[src/core_mem_settings.svh]
`ifndef CORE_MEM_SETTINGS_SVH
`define CORE_MEM_SETTINGS_SVH

// byte address width of the core and of the ram port
`define CORE_ADDR_W 16

// ram size in bytes, covers the whole address space
`define RAM_BYTES 65536

// instruction queue slots
// also the number of fetch credits after reset or redirect
`define IQ_DEPTH 4

`endif

[src/mem_types_pkg.sv]
`default_nettype none

`include "core_mem_settings.svh"

package mem_types_pkg;

    // byte address, big-endian words sit on 4-byte boundaries
    typedef logic [`CORE_ADDR_W-1:0] addr_t;

    // one ram location
    typedef logic [7:0] byte_t;

    // instruction or data word, byte at the word address in [31:24]
    typedef logic [31:0] word_t;

    // fetch credits, 0 up to and including IQ_DEPTH
    typedef logic [$clog2(`IQ_DEPTH + 1)-1:0] credit_t;

    // controller states
    // sequencing inside a state is done by a byte counter
    typedef enum logic [1:0] {
        IDLE,   // arbitrating, data first
        FETCH,  // four byte reads then push to queue
        LOAD,   // four byte reads then data done
        STORE   // four byte writes then data done
    } mc_state_e;

endpackage

`default_nettype wire

[src/core_if_pkg.sv]
`default_nettype none

package core_if_pkg;

    import mem_types_pkg::*;

    // fetch unit to controller
    typedef struct packed {
        logic  valid;  // credit available
        addr_t addr;   // pc of the word to fetch
    } fetch_req_t;

    // controller to queue, queue to decode
    typedef struct packed {
        logic  valid;
        addr_t pc;     // address the word came from
        word_t inst;
    } inst_pkt_t;

    // core load/store port, held until data done
    typedef struct packed {
        logic  valid;
        logic  wr;     // 1 store, 0 load
        addr_t addr;   // word aligned
        word_t wdata;  // store only
    } data_req_t;

endpackage

`default_nettype wire

[src/fetch_pc.sv]
`default_nettype none
`timescale 1ns/100ps

`include "core_mem_settings.svh"

module fetch_pc (
    input  wire                        clk,
    input  wire                        reset_i,
    input  wire                        redirect_i,     // branch taken in the core
    input  wire mem_types_pkg::addr_t  redirect_pc_i,
    input  wire                        fetch_ack_i,    // controller took the request
    input  wire                        credit_ret_i,   // queue popped one word
    output core_if_pkg::fetch_req_t    fetch_req_o
);

    import mem_types_pkg::*;

    addr_t   pc_q;       // next word to fetch
    credit_t credits_q;  // free queue slots not yet claimed
    logic    spend;      // a fetch was accepted this cycle

    // offer a fetch whenever a slot is free
    always_comb begin
        fetch_req_o.valid = (credits_q != '0);
        fetch_req_o.addr  = pc_q;
    end

    assign spend = fetch_req_o.valid && fetch_ack_i;

    always_ff @(posedge clk) begin
        if (reset_i) begin
            pc_q      <= '0;
            credits_q <= credit_t'(`IQ_DEPTH);
        end else if (redirect_i) begin
            // queue and any fetch in flight are dropped
            // so all slots are free again
            pc_q      <= redirect_pc_i;
            credits_q <= credit_t'(`IQ_DEPTH);
        end else begin
            if (spend) begin
                pc_q <= pc_q + addr_t'(4);  // sequential only
            end
            credits_q <= credits_q + credit_t'(credit_ret_i) - credit_t'(spend);
        end
    end

    // credits + queued + in flight stays at IQ_DEPTH
    // a stray return from the queue would push this over
    a_credit_max: assert property (@(posedge clk) disable iff (reset_i)
        credits_q <= credit_t'(`IQ_DEPTH));

endmodule

`default_nettype wire

[config.mk]
export PLATFORM = sky130hd
export DESIGN_NAME = fetch_pc
export DESIGN_NICKNAME = d
export VERILOG_FILES = /design/src/mem_types_pkg.sv /design/src/core_if_pkg.sv /design/src/fetch_pc.sv
export VERILOG_INCLUDE_DIRS = /design/src
export SDC_FILE = /design/constraint.sdc
export NUM_CORES = 1
export LEC_CHECK = 0
export ABC_CLOCK_PERIOD_IN_PS = 4900
export BUFFER_PORTS_ARGS = -buffer_cell sky130_fd_sc_hd__buf_2
export CAP_MARGIN = 10
export CORE_MARGIN = 1
export CORE_UTILIZATION = 50
export CTS_CLUSTER_SIZE = 10
export DETAILED_ROUTE_END_ITERATION = 10
export PLACE_DENSITY = 0.81
export REMOVE_ABC_BUFFERS = 1
export SYNTH_ARGS = -nofsm -noshare
export SYNTH_HDL_FRONTEND = slang
export SYNTH_SLANG_ARGS = --single-unit
[constraint.sdc]
create_clock -name clk -period 4.9 [get_ports clk]
set_clock_uncertainty 0.2 [all_clocks]
set_input_delay 0.49 -clock clk [delete_from_list [all_inputs] [get_ports clk]]
set_output_delay 0.49 -clock clk [all_outputs]
set_load 0.05 [all_outputs]
* Word-level counts from Yosys, hierarchy flattened *
Cells that the tools add are included.
W data, S select, Z words.

operators by class
  bitwise gates (word level) = 0
  reductions and logical operators = 4
  $mul = 0
  muxes and demuxes = 2
  divide/modulo/power cells = 0
  shift-type cells = 0
  equality and inequality tests = 0
  add/subtract/negate cells = 3
  magnitude comparators = 0

operator list
  kind                     number
  $mux W16                 2
  $add A16 B3 Y16 const B  1
  $add A3 B1 Y3            1
  $reduce_bool A3 Y1       1
  $sub A3 B1 Y3            1
  $reduce_bool A2 Y1       1
  $reduce_or A2 Y1         1
  $logic_and A1 B1 Y1      1

storage, ports and cells
  register bits after elaboration = 19
  memory bits (writable) = 0
  memories kept = 0
  latch bits = 0
  bits in read-only memories = 0
  word-level logic and storage cells = 11
  output and inout bits = 17

* Logic depth before layout (Yosys ltp) *
Gate-level depths: netlist (run 1).

  depth after elaboration = 4
  gate-level depth with buffers = 9

* Least setup slack after synthesis (run 1) *
No wires, ideal clock.

  kind = register to register
  start = register credits_q[0]
  end = register credits_q[2]
  path slack = 2549 ps
  clock period less this slack = 2351 ps
  data required time = 4581 ps
  data arrival time = 2032 ps
  cell stages (with the launch flop) = 10
  cell sequence = dfxtp_1 o31ai_4 inv_1 ha_1 inv_1 ha_1 fa_1 xnor2_1 xnor2_1 nand2_1

between the ends
  cells in the longest elaborated chain, start to end = 3

RTL lines
  what                                                   RTL line        text
  start: declaration                                     fetch_pc.sv:19  credit_t credits_q;
  start signal: assignment                               fetch_pc.sv:33  credits_q <= credit_t'(`IQ_DEPTH);
  start signal: assignment                               fetch_pc.sv:38  credits_q <= credit_t'(`IQ_DEPTH);
  start signal: assignment                               fetch_pc.sv:43  credits_q <= credits_q + credit_t'(credit_ret_i) - credit_t'(spend);
  branches (longest 2 deep; another with $add A3 B1 Y3)  --
  $sub A3 B1 Y3 *                                        fetch_pc.sv:43

Mark *: on every way between the ends.
A chain may end at the register's enable or synchronous reset.

* Worst setup path in the final report (run 1) *
Same ends and word-level chain as after synthesis.

==> results of run 1 <==
Yosys cell counts, types with 3 or more instances:
library cell,instances
nor3_1,3
ha_1,3
dfxtp_1,19
nand2_1,12
clkbuf_1,4
xnor2_1,12
inv_1,11
a311oi_1,3
a211oi_1,7
a21oi_1,3
nand3_1,4
nor2_1,15
nor4_1,4
worst min-delay path: cells and delay by family:
| kind | cells | cell delay [ns] |
|---|---|---|
| AOI/OAI and AO/OA | 1 | 0.05 |
| buffers and inverters | 1 | 0.09 |
| and+or+nand+nor | 1 | 0.05 |
flip-flops by register name (all words and copies together) (netlist names):
signal and cells:
credits_q 3, pc_q 16
final cells by class:
| cell class | instances | area, um2 |
|---|---|---|
| clock buffers | 4 | 26.3 |
| fillers | 171 | 578 |
| inverters | 11 | 41.3 |
| multi-input cells | 84 | 578 |
| flip-flops and latches | 19 | 380 |
| well taps | 25 | 31.3 |
| repair buffers | 37 | 185 |
routing by layer:
layer	share of wire (%)	vias to the layer above	global-route usage (%)	wire, um
li1	-	482	-	-
met1	46	428	24.3	967
met4	2.2	0	12.0	46
met5	0	-	0	0
met3	3.9	4	3.46	83
met2	48	26	38.3	1020
logic make-up (layout without fill, tap and decap cells):
logic type / Yosys count / in the layout / synth area share [%]
flops: 19 / 19 / 37.3
simple gates: 46 / 46 / 21.6
xor+xnor: 12 / 12 / 10.3
fa+ha+maj: 4 / 4 / 5.65
buf+inv: 16 / 52 / 5.90
mux: 2 / 2 / 1.97
compound gates: 20 / 20 / 17.2
worst max-delay path by stage:
stage	from	depth (start not counted)	end
global route	credits_q[0]	9	credits_q[2]
finish	credits_q[0]	9	credits_q[2]
global placement	credits_q[0]	9	credits_q[2]
detailed placement	credits_q[0]	9	credits_q[2]
floorplan	credits_q[0]	9	credits_q[2]
CTS	credits_q[1]	9	credits_q[2]
where the power goes:
| group | internal [mW] | switching, mW | total (mW) |
|---|---|---|---|
| combinational | 0.0364 | 0.0682 | 0.105 |
| clock | 0.0317 | 0.0500 | 0.0817 |
| sequential | 0.167 | 0.0164 | 0.183 |
| total | 0.235 | 0.135 | 0.369 |
per-stage QoR:
stage	setup WS, ns	hold WS, ns	total power [mW]	util (%)
5_1_grt	2.26	0.212	0.389	68.2
3_3_place_gp	2.47	0.270	0.286	66.8
3_5_place_dp	2.38	0.291	0.292	66.8
6_report	2.37	0.220	0.369	68.2
4_1_cts	2.36	0.217	0.374	68.2
2_1_floorplan	2.55	0.359	0.260	-
==> run_results.csv, run 1 <==
group,metric,value,unit
final_layout,nets,181,
final_layout,area_growth,22.0,%
setup_path,cp_num_buf_inv,2,
setup_path,rr_endpoint,"credits_q[2]",
placement,place.gp.congestion,0.768,
placement,portBuffers,37,
setup_path,crit_chain,"o31ai_4, inv_1, ha_1, inv_1, ha_1, fa_1, xnor2_1, xnor2_1, nand2_1",
setup_path,endpoint_kind,"flip-flop",
drt,wirelength,2120,um
setup_path,crit_required,4.90,ns
clocking,insertion_delay,0.30,ns
worst_hold_path,worstHoldEndpoint,"pc_q[4]",
sta,maxSlewViolCount,0,
synth,ys_ff_latch,19,
setup_path,path_delay_family,"adder cells",
worst_hold_path,hp-class,"input pin to flip-flop",
final_layout,mostFrequentLayoutCell,"buf_2",
final_layout,final_cell_mix,"buf_2 (37), dfxtp_1 (19), nor2_1 (15)",
setup_path,worstSetupPathType,"flip-flop to flip-flop",
job,maxCapViolCount,0,
die,chipWidth,47.1,um
sta,fmax,0.396,GHz
synth,ys_types,28,
setup_path,max_stage_delay,0.42,ns
power,vdd_ir_drop_max,0.000186,V
clocking,cts_max_path_buffers,2,
drt,viasPerCell,5.22,
setup_path,arrival,2.52,ns
grt,track_usage,21.5,%
clocking,cts_tree,"done",
worst_hold_path,hold_depth,3,
synth,synth_edf_count,0,
sta,rsz0062_at_grt,"false",
synth,syn_avg_cell_area,8.56,um2
die,io_pins,38,
clocking,numCtsBuffers,3,
setup_path,r2r_cells,9,
die,die_h,47.1,um
drt,wire_per_inst,11.8,um
grt,first_global_vias,764,
synth,netlist_area,0.00102,mm2
synth,ys.flop_type,"dfxtp_1",
status,outcome,"completed",
die,core.rowCount,15,
synth,synth_area_leader_cell,"dfxtp_1",
synth,ys_async_sr_fraction,0,%
worst_hold_path,min_from,"redirect_pc_i[4]",
sta,min_period,2.53,ns
drt,ant_nets,0,
clocking,clock-sinks,19,
placement,placed_area,0.00122,mm2
power,p_leak,0.522,nW
clocking,cts_max_level,1,
drt,drcViolationCount,0,
sta,slew_headroom,56.7,%
die,initial_core_util,55.9,%
sta,setup_viol_count_final,0,
setup_path,reg2reg_from,"credits_q[0]",
synth,yosysSeqAreaShare,37.3,%
power,p_per_area,297,mW/mm2
grt,grt_pass1_wl,3240,um
final_layout,final_area,0.00124,mm2
clocking,cts_setup_buffers,0,
drt,first_pass_iters,4,
drt,drt_iter0_drc,11,
setup_path,crit_slowest_cell,"o31ai_4",
sta,tightestPinTransition,0.649,ns
final_layout,diodes,0,
setup_path,r2r_slack,2.37,ns
placement,place_inst,176,
setup_path,cp_max_fo,7,
sta,fin_setup_tns,0,ns
grt,grt_max_degree,25,
synth,synth_area_leaders,"dfxtp_1 (37%), xnor2_1 (10%), nor2_1 (5.5%), a211oi_1 (5.2%), nand2_1 (4.4%)",
clocking,cts_resized,0,
final_layout,drive_gt1_share,29.0,%
grt,grt_overflow,0,
setup_path,start_kind,"flip-flop",
synth,ys_warn_count,0,
sta,final_hold_viol_count,0,
synth,synth_top_area_share,37.3,%
synth,syn_inst,119,
clocking,cts_root_buf,"clkbuf_4",
clocking,cts.clk_slew.worst_paths,0.11,ns
sta,fin_crit_sh,51.5,%
drt,vias,940,
grt,antenna_found_initial,0,
final_layout,stdcell_count,180,
die,die_area,0.00222,mm2
die,core_region_area,0.00182,mm2
clocking,cts_hold_buf,0,
placement,dp_hpwl,1630,um
No activity file was read; power rests on OpenSTA's default activity.
==> run 2: changes to the inputs <==
--- a/config.mk
+++ b/config.mk
@@ -6,14 +6,14 @@
 export SDC_FILE = /design/constraint.sdc
 export NUM_CORES = 1
 export LEC_CHECK = 0
-export ABC_CLOCK_PERIOD_IN_PS = 4900
+export ABC_CLOCK_PERIOD_IN_PS = 2510
 export BUFFER_PORTS_ARGS = -buffer_cell sky130_fd_sc_hd__buf_2
 export CAP_MARGIN = 10
 export CORE_MARGIN = 1
-export CORE_UTILIZATION = 50
+export CORE_UTILIZATION = 48
 export CTS_CLUSTER_SIZE = 10
 export DETAILED_ROUTE_END_ITERATION = 10
-export PLACE_DENSITY = 0.81
+export PLACE_DENSITY = 0.78
 export REMOVE_ABC_BUFFERS = 1
 export SYNTH_ARGS = -nofsm -noshare
 export SYNTH_HDL_FRONTEND = slang
==> constraint.sdc (replaced) <==
create_clock -name clk -period 2.51 [get_ports clk]
set_clock_uncertainty 0.2 [all_clocks]
set_input_delay 0.251 -clock clk [delete_from_list [all_inputs] [get_ports clk]]
set_output_delay 0.251 -clock clk [all_outputs]
set_load 0.05 [all_outputs]
==> run 2 against run 1 <==
Against the previous run: worst hold slack lost 0.20 ns; combinational power grew 100%; register-to-register slack lost 2.2 ns; critical path depth is the same; highest routed layer unchanged; sequential cell count is the same; clock power grew 85%; clock-buffer cell count shrank 1; critical path type unchanged; non-clock buffer count grew 5; utilization shrank 3.0 points; cell count grew 3.9%; via count shrank 1.1%; cell area grew 4.1%.
==> run_results.csv, run 2 (same netlist as run 1, synthesis figures left out) <==
group,metric,value,unit
grt,first_global_vias,708,
final_layout,largest_register_ffs,16,
final_layout,top_regs,"pc_q (16), credits_q (3)",
drt,viasPerCell,4.97,
setup_path,cp_max_fo,5,
status,outcome,"completed",
sta,tightestPinTransition,0.662,ns
final_layout,nets,186,
final_layout,mostFrequentLayoutCell,"buf_2",
die,core.rowCount,16,
placement,place_inst,179,
clocking,cts_tree,"done",
die,io_pins,38,
clocking,cts_root_buf,"clkbuf_4",
die,initial_core_util,51.4,%
final_layout,area_growth,27.0,%
clocking,cts_setup_buffers,0,
grt,grt_pass1_wl,3040,um
drt,wirelength,2090,um
clocking,clock-sinks,19,
drt,first_pass_iters,4,
sta,fin_crit_sh,94.8,%
job,maxCapViolCount,0,
final_layout,drive_gt1_share,29.4,%
grt,grt_max_degree,25,
drt,ant_nets,0,
final_layout,stdcell_count,187,
final_layout,final_cell_mix,"buf_2 (37), dfxtp_1 (19), nor2_1 (15)",
sta,setup_viol_count_final,0,
sta,final_hold_viol_count,0,
die,core_region_area,0.00198,mm2
grt,antenna_found_initial,0,
sta,maxSlewViolCount,0,
die,die_h,48.1,um
sta,slew_headroom,55.8,%
die,chipWidth,48.1,um
clocking,cts_resized,0,
setup_path,worstSetupPathType,"flip-flop to flip-flop",
setup_path,start_kind,"flip-flop",
power,p_per_area,554,mW/mm2
power,p_leak,0.546,nW
drt,drcViolationCount,0,
drt,vias,930,
clocking,cts_max_level,1,
setup_path,arrival,2.36,ns
placement,dp_hpwl,1600,um
grt,grt_overflow,0,
sta,min_period,2.38,ns
die,die_area,0.00231,mm2
final_layout,diodes,0,
sta,fin_setup_tns,0,ns
clocking,cts_max_path_buffers,2,
clocking,cts.clk_slew.worst_paths,0.11,ns
grt,track_usage,19.3,%
setup_path,endpoint_kind,"flip-flop",
power,vdd_ir_drop_max,0.000351,V
drt,drt_iter0_drc,22,
setup_path,r2r_slack,0.13,ns
worst_hold_path,hp-class,"input pin to flip-flop",
clocking,numCtsBuffers,3,
sta,fmax,0.420,GHz
setup_path,crit_required,2.49,ns
final_layout,top_register,"pc_q",
clocking,cts_hold_buf,4,
power,power,0.717,mW
clocking,insertion_delay,0.29,ns
placement,place.gp.congestion,0.757,
drt,wire_per_inst,11.2,um
placement,portBuffers,37,
sta,rsz0062_at_grt,"false",
## run 2: per-stage QoR
stage	setup WS [ns]	util (%)	hold slack, ns	instance area, um2
finish	0.130	65.3	0.0155	1290
detailed placement	0.102	61.9	0.295	1230
global placement	0.281	61.9	0.271	1230
CTS	0.0929	65.3	0.0138	1290
global route	0.0309	65.3	0.00990	1290
floorplan	0.159	-	0.120	1000
## run 2: layer usage
| metal | part of all wire, % | global-route usage [%] |
|---|---|---|
| met3 | 3.5 | 3.40 |
| met1 | 46 | 23.9 |
| met2 | 48 | 31.9 |
| met5 | 0 | 0 |
| met4 | 1.8 | 10.0 |
## run 2: where the power goes
part	total (mW)	leakage, nW	internal, mW	switching (mW)
logic	0.210	0.371	0.0762	0.134
registers	0.357	0.158	0.325	0.0314
clock network	0.151	0.0177	0.0592	0.0914
## run 2: final cells by class
| type | instances | area (um2) |
|---|---|---|
| Sequential cell | 19 | 380 |
| Fill cell | 183 | 688 |
| Clock inverter | 1 | 5.00 |
| Clock buffer | 3 | 22.5 |
| Inverter | 11 | 41.3 |
| Timing Repair Buffer | 42 | 233 |
| Tap cell | 27 | 33.8 |
| Multi-Input combinational cell | 84 | 578 |
## run 2: final timing paths
path | from | end | cells past startpoint
min reg2reg | pc_q[3] | pc_q[3] | 2
max reg2reg | credits_q[1] | credits_q[2] | 9
min | redirect_pc_i[5] | pc_q[5] | 3
max | credits_q[1] | credits_q[2] | 9
## run 2: worst max-delay path, stage by stage (launching register included)
cell	delay (ns)
dfxtp_1	0.40
o31ai_4	0.25
inv_1	0.09
ha_1	0.28
inv_1	0.04
ha_1	0.18
fa_1	0.39
xnor2_1	0.23
xnor2_1	0.15
nand2_1	0.07
