File: src/core_mem_settings.svh
`ifndef CORE_MEM_SETTINGS_SVH
`define CORE_MEM_SETTINGS_SVH

// byte address width of the core and of the ram port
`define CORE_ADDR_W 16

// ram size in bytes, covers the whole address space
`define RAM_BYTES 65536

// instruction queue slots
// also the number of fetch credits after reset or redirect
`define IQ_DEPTH 4

`endif

File: src/mem_types_pkg.sv
`default_nettype none

`include "core_mem_settings.svh"

package mem_types_pkg;

    // byte address, big-endian words sit on 4-byte boundaries
    typedef logic [`CORE_ADDR_W-1:0] addr_t;

    // one ram location
    typedef logic [7:0] byte_t;

    // instruction or data word, byte at the word address in [31:24]
    typedef logic [31:0] word_t;

    // fetch credits, 0 up to and including IQ_DEPTH
    typedef logic [$clog2(`IQ_DEPTH + 1)-1:0] credit_t;

    // controller states
    // sequencing inside a state is done by a byte counter
    typedef enum logic [1:0] {
        IDLE,   // arbitrating, data first
        FETCH,  // four byte reads then push to queue
        LOAD,   // four byte reads then data done
        STORE   // four byte writes then data done
    } mc_state_e;

endpackage

`default_nettype wire

File: src/core_if_pkg.sv
`default_nettype none

package core_if_pkg;

    import mem_types_pkg::*;

    // fetch unit to controller
    typedef struct packed {
        logic  valid;  // credit available
        addr_t addr;   // pc of the word to fetch
    } fetch_req_t;

    // controller to queue, queue to decode
    typedef struct packed {
        logic  valid;
        addr_t pc;     // address the word came from
        word_t inst;
    } inst_pkt_t;

    // core load/store port, held until data done
    typedef struct packed {
        logic  valid;
        logic  wr;     // 1 store, 0 load
        addr_t addr;   // word aligned
        word_t wdata;  // store only
    } data_req_t;

endpackage

`default_nettype wire

File: src/inst_queue.sv
`default_nettype none
`timescale 1ns/100ps

`include "core_mem_settings.svh"

module inst_queue (
    input  wire                          clk,
    input  wire                          reset_i,
    input  wire                          redirect_i,   // flush
    input  wire core_if_pkg::inst_pkt_t  push_i,
    input  wire                          pop_i,
    output core_if_pkg::inst_pkt_t       head_o,
    output logic                         credit_ret_o  // one pulse per pop
);

    import core_if_pkg::*;

    localparam int PTR_W = (`IQ_DEPTH > 1) ? $clog2(`IQ_DEPTH) : 1;
    localparam int CNT_W = $clog2(`IQ_DEPTH + 1);

    inst_pkt_t        mem_q [`IQ_DEPTH];  // packet storage
    logic [PTR_W-1:0] rd_q;
    logic [PTR_W-1:0] wr_q;
    logic [CNT_W-1:0] count_q;
    logic             push_ok;
    logic             pop_ok;

    // circular pointer step
    function automatic logic [PTR_W-1:0] ptr_next(input logic [PTR_W-1:0] p);
        return (p == PTR_W'(`IQ_DEPTH - 1)) ? '0 : p + PTR_W'(1);
    endfunction

    // flush wins over push and pop in the same cycle
    assign push_ok = push_i.valid && !redirect_i;
    assign pop_ok  = pop_i && head_o.valid && !redirect_i;  // empty pops ignored

    always_comb begin
        head_o       = mem_q[rd_q];
        head_o.valid = (count_q != '0);
    end

    always_ff @(posedge clk) begin
        if (reset_i || redirect_i) begin
            rd_q    <= '0;
            wr_q    <= '0;
            count_q <= '0;
        end else begin
            if (push_ok) begin
                wr_q <= ptr_next(wr_q);
            end
            if (pop_ok) begin
                rd_q <= ptr_next(rd_q);
            end
            count_q <= count_q + CNT_W'(push_ok) - CNT_W'(pop_ok);
        end
    end

    always_ff @(posedge clk) begin
        if (push_ok) begin
            mem_q[wr_q] <= push_i;
        end
    end

    // flushed entries are not returned, fetch resets its credits
    always_ff @(posedge clk) begin
        if (reset_i) begin
            credit_ret_o <= 1'b0;
        end else begin
            credit_ret_o <= pop_ok;
        end
    end

    // credits in the fetch unit must keep the queue from overflowing
    a_no_push_full: assert property (@(posedge clk) disable iff (reset_i)
        push_i.valid |-> (count_q != CNT_W'(`IQ_DEPTH)));

endmodule

`default_nettype wire

File: config.mk
export PLATFORM = sky130hd
export DESIGN_NAME = inst_queue
export DESIGN_NICKNAME = d
export VERILOG_FILES = /design/src/mem_types_pkg.sv /design/src/core_if_pkg.sv /design/src/inst_queue.sv
export VERILOG_INCLUDE_DIRS = /design/src
export SDC_FILE = /design/constraint.sdc
export NUM_CORES = 1
export LEC_CHECK = 0
export BUFFER_PORTS_ARGS = -buffer_cell sky130_fd_sc_hd__buf_2
export CAP_MARGIN = 30
export CORE_MARGIN = 2
export CORE_UTILIZATION = 30
export DETAILED_ROUTE_END_ITERATION = 8
export PLACE_DENSITY_LB_ADDON = 0.15
export SKIP_LAST_GASP = 1
export SLEW_MARGIN = 30
export SYNTH_ARGS = -nofsm -noshare
export SYNTH_HDL_FRONTEND = slang
export SYNTH_SLANG_ARGS = --single-unit
File: constraint.sdc
create_clock -name clk -period 2.5 [get_ports clk]
set_input_delay 0.125 -clock clk [delete_from_list [all_inputs] [get_ports clk]]
set_output_delay 0.125 -clock clk [all_outputs]
set_load 0.1 [all_outputs]
# Yosys cells after proc, flatten, opt, wreduce, memory -nomap -nowiden
# Memories as Yosys holds them, arrays and structs flattened. A register that Yosys moved wholly into a read port is not among the register bits.
# Index checks and enable logic that the tools add are counted.
# Widths: inputs -> output; s select.
# word_totals
memories,1
register_bits,8
ramBits,196
inputBits,53
wordCells,23
output_inout_bits,50
# classes
n_eq_ne,2
n_reduce_logical,6
muxes,6
add_sub_neg,4
# memory_table
memory,words,word_bits,read_ports,rd_ports_with_merged_regs,write_ports,line_no,source
mem_q,4,49,1,1,1,inst_queue.sv:21,inst_pkt_t mem_q [`IQ_DEPTH];
# op_table
cell,n
$mux 2,4
$add 2x1->2 const B,2
$eq 2x2->1 const B,2
$add 3x1->3,1
$logic_and 1x1->1,3
$reduce_bool 3->1,1
$sub 3x1->3,1
$mux 1,2
$logic_not 1->1,1
$logic_or 1x1->1,1

# Logic depth before layout (Yosys ltp)
# Gate-level depths: netlist of run 1.
# depth
ltp_word,5
depth_mapped,10
mapped_depth_nobuf,10

# Least setup slack after synthesis of run 1
# Ideal clock, no wire load.
# synth_timing
path_kind,register to register
startpoint,register count_q[1]
endpoint,register count_q[2]
setup_time_ns,0.115
path_stages_with_launch,11
path_buffers,0
t_arrival_ns,2.310
slack_ns,0.075
path_cell_list,dfxtp_1 -> or3_4 -> and2_1 -> ha_1 -> inv_1 -> ha_1 -> inv_1 -> fa_1 -> xnor2_1 -> xnor2_1 -> and2_1
# synth_lines
item,line_no,source
"start, declared",inst_queue.sv:24,logic [CNT_W-1:0] count_q;
"start signal, assigned",inst_queue.sv:54,count_q <= count_q + CNT_W'(push_ok) - CNT_W'(pop_ok);

# Final worst setup path of run 1
# layout_timing
startpoint,register count_q[1]
endpoint,register count_q[2]
# layout_via
elab_chain_len,4
# layout_lines
item,line_no,source
$reduce_bool 3->1,inst_queue.sv:39,head_o.valid = (count_q != '0);
$logic_and 1x1->1 (2 in a row),inst_queue.sv:35,assign pop_ok = pop_i && head_o.valid && !redirect_i;
named net pop_ok,inst_queue.sv:26,logic pop_ok;
$sub 3x1->3,inst_queue.sv:54,
# The timed path passes the listed nets, and every way through them passes these cells.
# A chain may end at the register's enable or synchronous reset.

==> impl_metrics.json, run 1 <==
{
  "routed_via_density": 4.38,
  "initial_core_util_pct": 30.5,
  "r2r-end": "count_q[2]",
  "powerDensity_nw_per_um2": 775,
  "cts_made_buffers": 23,
  "p_leak_nw": 3.23,
  "p_clk_share_pct": 41.9,
  "clk_pin_slew_ns": 0.05,
  "antenna_found_initial": 0,
  "port_buffers": 102,
  "antenna_cells": 0,
  "cts.sinks": 202,
  "peakVddDrop_v": 0.000372,
  "nNetsFinal": 538,
  "finalCritPeriodShare_pct": 94.3,
  "core-area_sq_um": 24300,
  "grt_setup_unrepaired": "false",
  "path_max_fanout": 4,
  "drtPass1Iterations": 4,
  "fin_crit_ns": 2.36,
  "grt_pass1_wl_um": 22100,
  "hold_path_class": "input pin to flop",
  "finalSetupViolCount": 0,
  "placed_cells": 724,
  "h-tree-depth": 1,
  "grt_start_max_net_pins": 49,
  "drc": 0,
  "post_cts_buffers": 0,
  "drive_above_1_share_pct": 40.2,
  "cp-end-kind": "flop",
  "die_area_sq_um": 26000,
  "ys_warn_count": 0,
  "die_y_um": 161,
  "routabilityCongestion": 0.735,
  "avgSynthCellArea_sq_um": 24.7,
  "p_sw_mw": 1.64,
  "hp-start": "pop_i",
  "first_iter_violations": 203,
  "first_global_vias": 3916,
  "synthCells": 300,
  "max-cap-violations": 0,
  "num_vias": 3576,
  "slew_headroom_pct": 64.7,
  "ys_seq_area_share_pct": 80.5,
  "hold_viol_final": 0,
  "max_freq_ghz": 0.424,
  "r2r_cells": 10,
  "ant_nets": 0,
  "synth_seq_cells": 202,
  "io_pins": 103,
  "synth_nets": 361,
  "switching_share_pct": 22.0,
  "ys_types": 20,
  "groute.usage.overall_pct": 11.2,
  "routed_wirelength_um": 14500,
  "r2r-start": "count_q[1]",
  "required_ns": 2.89,
  "wire_per_inst_um": 17.8,
  "setup_tns_ns": 0,
  "clockBufferDepth": 3,
  "mappedNetlistArea_sq_um": 7410,
  "fin_cells": 817,
  "critPathArrivalTime_ns": 2.75,
  "critical_path_class": "flop to flop",
  "slew_viol_final": 0,
  "fillCellCount": 2221,
  "num_rows": 57,
  "cp-start-kind": "flop",
  "comb_power_share_pct": 7.5,
  "cts_tree": "done",
  "holdPathStages": 4,
  "overflow": 0,
  "cts_root_buffer": "clkbuf_16",
  "ff2ff_setup_slack_ns": 0.14,
  "area_delta_synth_final_pct": 29.9,
  "dp_hpwl_um": 7970,
  "clk_latency_ns": 0.50,
  "tightest_slew_ns": 0.533,
  "p_int_mw": 5.82,
  "final_util_pct": 39.6,
  "outcome": "finished clean",
  "fp.dieW_um": 161,
  "p_seq_share_pct": 50.6,
  "fin_skew_ns": 0.00706
}
## power groups by stage
stage          Combinational, mW  Sequential, mW  Clock [mW]
4_1_cts                    0.569            3.77        3.25
5_1_grt                    0.593            3.78        3.36
6_report                   0.562            3.77        3.13
2_1_floorplan              0.363            3.85           0
3_5_place_dp               0.503            3.84           0
3_3_place_gp               0.495            3.84           0
## registers in the layout, summed over array words and instances, names as in the netlist, named ones only
register / cells
mem_q: 192
credit_ret_o: 1
count_q: 3
rd_q: 2
wr_q: 2
## cells in the mapped netlist, drive strengths merged
cell	instances	area, sq um
buf	8	63.8
clkbuf	2	7.51
or3	1	11.3
mux2i	2	20.0
dfxtp	10	200
inv	5	18.8
nor2b	3	18.8
xnor2	2	17.5
and2	7	43.8
edfxtp	192	5770
nor3	3	15.0
nand2	2	7.51
o21ai	2	10.0
fa	1	20.0
nor2	3	11.3
ha	7	87.6
mux4	48	1080
nand4	2	12.5
## worst max-delay path by stage
stage	startpoint	end	slack, ns	depth (start not counted)
2_1_floorplan	count_q[1]	count_q[2]	0.07	10
3_3_place_gp	count_q[1]	count_q[2]	0.22	10
3_5_place_dp	count_q[1]	count_q[2]	0.12	10
4_1_cts	count_q[1]	count_q[2]	0.10	10
5_1_grt	count_q[1]	count_q[2]	0.02	10
6_report	count_q[1]	count_q[2]	0.14	10
## stage by stage
stage	instance area (sq um)	hold WS, ns	setup WS, ns	total power, mW
floorplan	7410	0.196	0.0748	4.21
detailed placement	8390	0.344	0.122	4.35
finish	9630	0.101	0.142	7.46
global route	9630	0.108	0.0153	7.73
CTS	9620	0.0784	0.102	7.59
global placement	8390	0.334	0.219	4.34
## routing by layer
metal | part of all wire [%] | up-vias | track usage (%)
met5 | 0 | - | 0
met4 | 1.9 | 0 | 3.33
met3 | 5.5 | 22 | 2.90
met2 | 47 | 95 | 18.1
met1 | 46 | 1838 | 15.0
li1 | - | 1621 | -
## cell type report
class,instances,area (sq um),share of cell area (%)
clock buffers,30,602,6.25
clock inverters,11,108,1.12
inverters,5,18.8,0.195
multi-input cells,83,1370,14.2
flip-flops and latches,202,5970,62.0
well taps,324,405,4.21
repair buffers,162,1150,12.0
## kinds of logic after synthesis
kind of cell	share of synthesized area, %
flops	80.5
buf+inv	1.22
compound gates	0.135
xor+xnor	0.236
mux	14.9
fa+ha+maj	1.45
simple gates	1.62
## what timing repair did
item	CTS	global route
hold endpoints to repair	196	0
endpoints found under the setup margin	0	1
gates resized for setup	0	2
hold buffers	52	0
## cells in the final DEF, fill, tap and decap left out, types with 3 or more instances in the layout
master         Yosys  final
dfxtp_1           10      8
clkinv_1           0      3
buf_2              3    102
clkinv_2           0      4
nor2b_1            3      3
ha_1               7      7
clkbuf_16          0     23
buf_12             0      5
inv_1              5      5
mux4_2            48     48
edfxtp_1         192    192
nor3_1             3      3
buf_4              2      3
and2_1             7      3
dlygate4sd3_1      0     52
clkbuf_1           2      7
and2_2             0      4
nor2_1             3      3
## worst max-delay path, stage by stage, from the launching register on
cell and delay (ns):
dfxtp_1 0.36, or3_4 0.41, and2_1 0.19, ha_1 0.28
inv_1 0.06, ha_1 0.14, inv_1 0.05, fa_2 0.35
xnor2_2 0.14, xnor2_1 0.12, and2_1 0.15
Note: power is estimated with default switching activity, not from simulation.
==> run 2, diff against run 1 <==
ABC_AREA = 1   (was unset)
==> impl_metrics.json, run 2 <==
{
  "finalCritPeriodShare_pct": 91.9,
  "yosys_most_used_dff": "edfxtp_1",
  "hold_path_class": "input pin to flop",
  "groute.usage.overall_pct": 13.5,
  "ys_types": 23,
  "met2_length_um": 8950,
  "io_pins": 103,
  "clockBufferDepth": 3,
  "drc": 0,
  "critical_path_class": "flop to output pin",
  "synthCells": 533,
  "max-cap-violations": 0,
  "synth_edf_count": 192,
  "die_y_um": 164,
  "antenna_cells": 0,
  "top_regs": "mem_q x192, count_q x3",
  "cp_slowest_stage_delay_ns": 0.57,
  "synth_seq_cells": 202,
  "largest_reg_flops": 192,
  "num_vias": 4865,
  "ys_seq_area_share_pct": 77.6,
  "nNetsFinal": 762,
  "overflow": 0,
  "routed.top_layer": "met5",
  "whs_ns": 0.0750,
  "synth_nets": 594,
  "setup_tns_ns": 0,
  "hold_viol_final": 0,
  "cts_made_buffers": 23,
  "fillCellCount": 2280,
  "outcome": "finished clean",
  "regArea_sq_um": 5970,
  "grt_pass1_wl_um": 27900,
  "core-area_sq_um": 25200,
  "die_area_sq_um": 26900,
  "peakVddDrop_v": 0.000608,
  "wl_met3_um": 935,
  "routabilityCongestion": 0.695,
  "top_register": "mem_q",
  "critPathArrivalTime_ns": 2.17,
  "mappedNetlistArea_sq_um": 7690,
  "routed_via_density": 4.66,
  "clk_pin_slew_ns": 0.05,
  "port_buffers": 102,
  "dp_hpwl_um": 10300,
  "cp.buffers_inverters": 2,
  "first_iter_violations": 264,
  "required_ns": 2.38,
  "first_global_vias": 5099,
  "fin_skew_ns": 0.0266,
  "routed_wirelength_um": 18300,
  "clk_latency_ns": 0.51,
  "wl_met1_um": 8000,
  "drive_above_1_share_pct": 23.9,
  "p_leak_nw": 3.74,
  "cp_slowest_cell": "dfxtp_4",
  "antenna_found_initial": 1,
  "ys_warn_count": 0,
  "yosys-top-cells-count": "edfxtp_1, nor2_1, o21ai_0",
  "tightest_slew_ns": 0.488,
  "crit_family": "buffers and inverters",
  "finalSetupViolCount": 0,
  "fp.dieW_um": 164,
  "yosysTopAreaCell": "edfxtp_1",
  "ant_nets": 0,
  "cts_root_buffer": "clkbuf_16",
  "cts.sinks": 202,
  "yosysMostFrequentCell": "edfxtp_1",
  "slew_viol_final": 0,
  "path_max_fanout": 30,
  "h-tree-depth": 1,
  "area_delta_synth_final_pct": 37.1,
  "avgSynthCellArea_sq_um": 14.4,
  "fin_crit_ns": 2.30,
  "final_common_cell": "edfxtp_1",
  "cp-start-kind": "flop",
  "power_mw": 7.68,
  "netlist_top_cells_area": "edfxtp_1, o21ai_0, nor2_1, o22ai_1, dfxtp_1",
  "max_freq_ghz": 0.435,
  "path_cells": "buf_4, o21ai_0, o22ai_1, buf_12",
  "grt_setup_unrepaired": "false",
  "initial_core_util_pct": 30.5,
  "grt_start_max_net_pins": 49,
  "slew_headroom_pct": 67.7,
  "layout_common_cells": "edfxtp_1, nor2_1, o21ai_0",
  "wire_per_inst_um": 17.5,
  "synth_top_area_share_pct": 75.0,
  "cts_tree": "done",
  "num_rows": 58,
  "async_reset_ff_share_pct": 0,
  "powerDensity_nw_per_um2": 728,
  "cp-end-kind": "output pin",
  "multiInputGateArea_sq_um": 1440,
  "drtPass1Iterations": 4
}
run 2: cell types whose count changed after synthesis, sizes merged, moves of 7 or more:
cell / delta
and2: -7
buf: +12
clkbuf: +9
inv: +14
mux4: -48
nor2: +107
o21ai: +96
o22ai: +48
run 2: path summary, 6_finish.rpt:
kind	depth (start not counted)	start	slack [ns]	end
worst min-delay path	5	pop_i	0.08	flop
worst min register to register	2	rd_q[1]	0.53	flop
worst max register to register	11	count_q[1]	0.57	count_q[2]
worst max-delay path	4	flop	0.20	head_o[34]
run 2: layer usage:
layer  global-route usage (%)  up-vias
li1                         -     2310
met1                     17.3     2415
met4                     3.39        2
met5                        0        -
met2                     23.1      108
met3                     3.31       30
run 2: area by class of cell:
class	instances	share of cell area, %
Clock buffer	31	6.03
Inverter	19	0.748
Sequential cell	202	56.6
Clock inverter	8	0.617
Timing Repair Buffer	174	18.4
Tap cell	330	3.92
Multi-Input combinational cell	281	13.7
run 2: cells by family (layout without fill, tap and decap cells):
kind of cell / after synthesis / in the layout / synth area share, %
fa+ha+maj: 8 / 8 / 1.40
simple gates: 122 / 122 / 6.36
flops: 202 / 202 / 77.6
compound gates: 151 / 151 / 10.6
buf+inv: 50 / 232 / 4.02
run 2: metrics by stage:
stage / utilization, % / cell area (sq um) / setup slack (ns) / cells
2_1_floorplan: - / 7700 / 0.0683 / 533
3_3_place_gp: 36.8 / 9270 / 0.551 / 952
3_5_place_dp: 36.8 / 9270 / 0.507 / 952
4_1_cts: 41.7 / 10500 / 0.0327 / 1044
5_1_grt: 41.9 / 10500 / 0.0464 / 1045
6_report: 41.9 / 10500 / 0.203 / 1045
run 2: worst reg2reg max path: stages (launching register included):
cell and delay [ns]:
dfxtp_1 0.39, inv_1 0.06, nand2_1 0.16, nand2_1 0.10, inv_1 0.07, ha_1 0.21
inv_1 0.05, ha_1 0.13, inv_1 0.05, fa_1 0.39, a21oi_1 0.14, nor2_1 0.06
run 2: power by group:
| part | total (mW) | internal, mW | switching [mW] |
|---|---|---|---|
| clock network | 3.10 | 1.87 | 1.24 |
| registers | 3.78 | 3.77 | 0.0163 |
| logic | 0.787 | 0.275 | 0.513 |
run 2: what timing repair did:
action                     in CTS  in global routing
pin swaps                       0                  0
setup endpoints to repair       4                 17
buffers inserted                0                  1
resized for setup               3                  0
hold endpoints to repair      202                  0
hold buffers                   53                  0
==> run 3, diff against run 2 <==
CELL_PAD_IN_SITES_DETAIL_PLACEMENT = 2   (was unset)
CELL_PAD_IN_SITES_GLOBAL_PLACEMENT = 2   (was unset)
==> impl_metrics.json, run 3 (synthesis results as in run 2) <==
{
  "cts.sinks": 202,
  "fin_crit_ns": 2.32,
  "slew_viol_final": 0,
  "met2_length_um": 10400,
  "cp_slowest_cell": "dfxtp_4",
  "wire_per_inst_um": 19.4,
  "cts_tree": "done",
  "cts_root_buffer": "clkbuf_16",
  "wl_met3_um": 820,
  "cp-end-kind": "output pin",
  "area_delta_synth_final_pct": 37.2,
  "hp-start": "redirect_i",
  "dp_slack_ns": 0.463,
  "dpl_cell_area_sq_um": 9280,
  "nNetsFinal": 756,
  "grt_setup_unrepaired": "false",
  "h-tree-depth": 1,
  "p_leak_nw": 3.76,
  "path_max_fanout": 42,
  "critical_path_class": "flop to output pin",
  "routed_wirelength_um": 20200,
  "critPathArrivalTime_ns": 2.19,
  "hold_path_class": "input pin to flop",
  "routabilityCongestion": 0.710,
  "slew_headroom_pct": 63.3,
  "post_cts_buffers": 0,
  "clockBufferDepth": 3,
  "io_pins": 103,
  "drc": 0,
  "drive_above_1_share_pct": 24.0,
  "wl_met1_um": 8740,
  "setup_tns_ns": 0,
  "cp-start-kind": "flop",
  "grt_start_max_net_pins": 56,
  "dp_hpwl_um": 12000,
  "first_global_vias": 5690,
  "die_area_sq_um": 26900,
  "initial_core_util_pct": 30.5,
  "routed.top_layer": "met4",
  "drtPass1Iterations": 4,
  "top_regs": "mem_q x192, count_q x3",
  "max_freq_ghz": 0.431,
  "antenna_cells": 0,
  "overflow": 0,
  "finalCritPeriodShare_pct": 92.8,
  "fin_ws_ns": 0.181,
  "final_common_cell": "edfxtp_1",
  "max-cap-violations": 0,
  "fin_skew_ns": 0.0124,
  "peakVddDrop_v": 0.000499,
  "die_y_um": 164,
  "antenna_found_initial": 0,
  "outcome": "finished clean",
  "layout_common_cells": "edfxtp_1, nor2_1, o21ai_0",
  "largest_reg_flops": 192,
  "powerDensity_nw_per_um2": 744,
  "routed_via_density": 4.76,
  "cts_made_buffers": 23,
  "groute.usage.overall_pct": 15.4,
  "core-area_sq_um": 25200,
  "cp_slowest_stage_delay_ns": 0.56,
  "final_area_sq_um": 10600,
  "tightest_slew_ns": 0.550,
  "r2r-start": "count_q[1]",
  "finalSetupViolCount": 0,
  "port_buffers": 102,
  "grt_pass1_wl_um": 31700,
  "hold_viol_final": 0,
  "top_register": "mem_q",
  "ant_nets": 0,
  "first_iter_violations": 176,
  "fillCellCount": 2482,
  "fp.dieW_um": 164,
  "clk_pin_slew_ns": 0.06,
  "path_cells": "buf_6, o21ai_1, o22ai_1, buf_12",
  "required_ns": 2.38,
  "num_rows": 58,
  "num_vias": 4964,
  "clk_latency_ns": 0.50
}
## run 3: stage by stage
step	total power [mW]	hold WS [ns]	utilization (%)	std cells
floorplan	4.28	0.197	-	533
global placement	4.59	0.310	36.8	950
detailed placement	4.60	0.322	36.8	950
CTS	7.97	0.00306	41.8	1042
global route	8.13	0.0389	41.9	1042
finish	7.85	0.0139	41.9	1042
## run 3: cell type report
cell class | count | area [sq um] | area share (%)
timing repair buffer | 168 | 1890 | 17.9
sequential | 202 | 5970 | 56.6
inverter | 19 | 87.6 | 0.830
clock inverter | 11 | 104 | 0.984
clock buffer | 31 | 636 | 6.02
multi-input combinational | 281 | 1450 | 13.7
tap | 330 | 413 | 3.91
## run 3: final timing paths
path	endpoint	slack [ns]	cells past startpoint
setup reg to reg	count_q[2]	0.51	12
setup / recovery	head_o[23]	0.18	4
hold reg to reg	wr_q[1]	0.57	2
hold / removal	count_q[2]	0.01	4
## run 3: where the power goes
| part | switching [mW] | internal, mW |
|---|---|---|
| Combinational | 0.523 | 0.279 |
| Sequential | 0.0184 | 3.77 |
| Clock | 1.28 | 1.98 |
## run 3: critical path: cells and delay by family, from the launching register on
family,cells,cell delay (ns)
compound gates,2,0.50
buf+inv,2,0.59
flops,1,0.56
## run 3: repair_timing
item | 4_1_cts | 5_1_grt
hold buffers | 50 | 0
cloned | 0 | 0
resized for setup | 3 | 5
setup endpoints to repair | 6 | 10
endpoints found under the hold margin | 199 | 0
## run 3: routing by layer
layer,vias up,global-route usage [%]
met4,0,2.95
li1,2298,-
met2,99,28.1
met3,25,3.03
met5,-,0
met1,2542,18.9
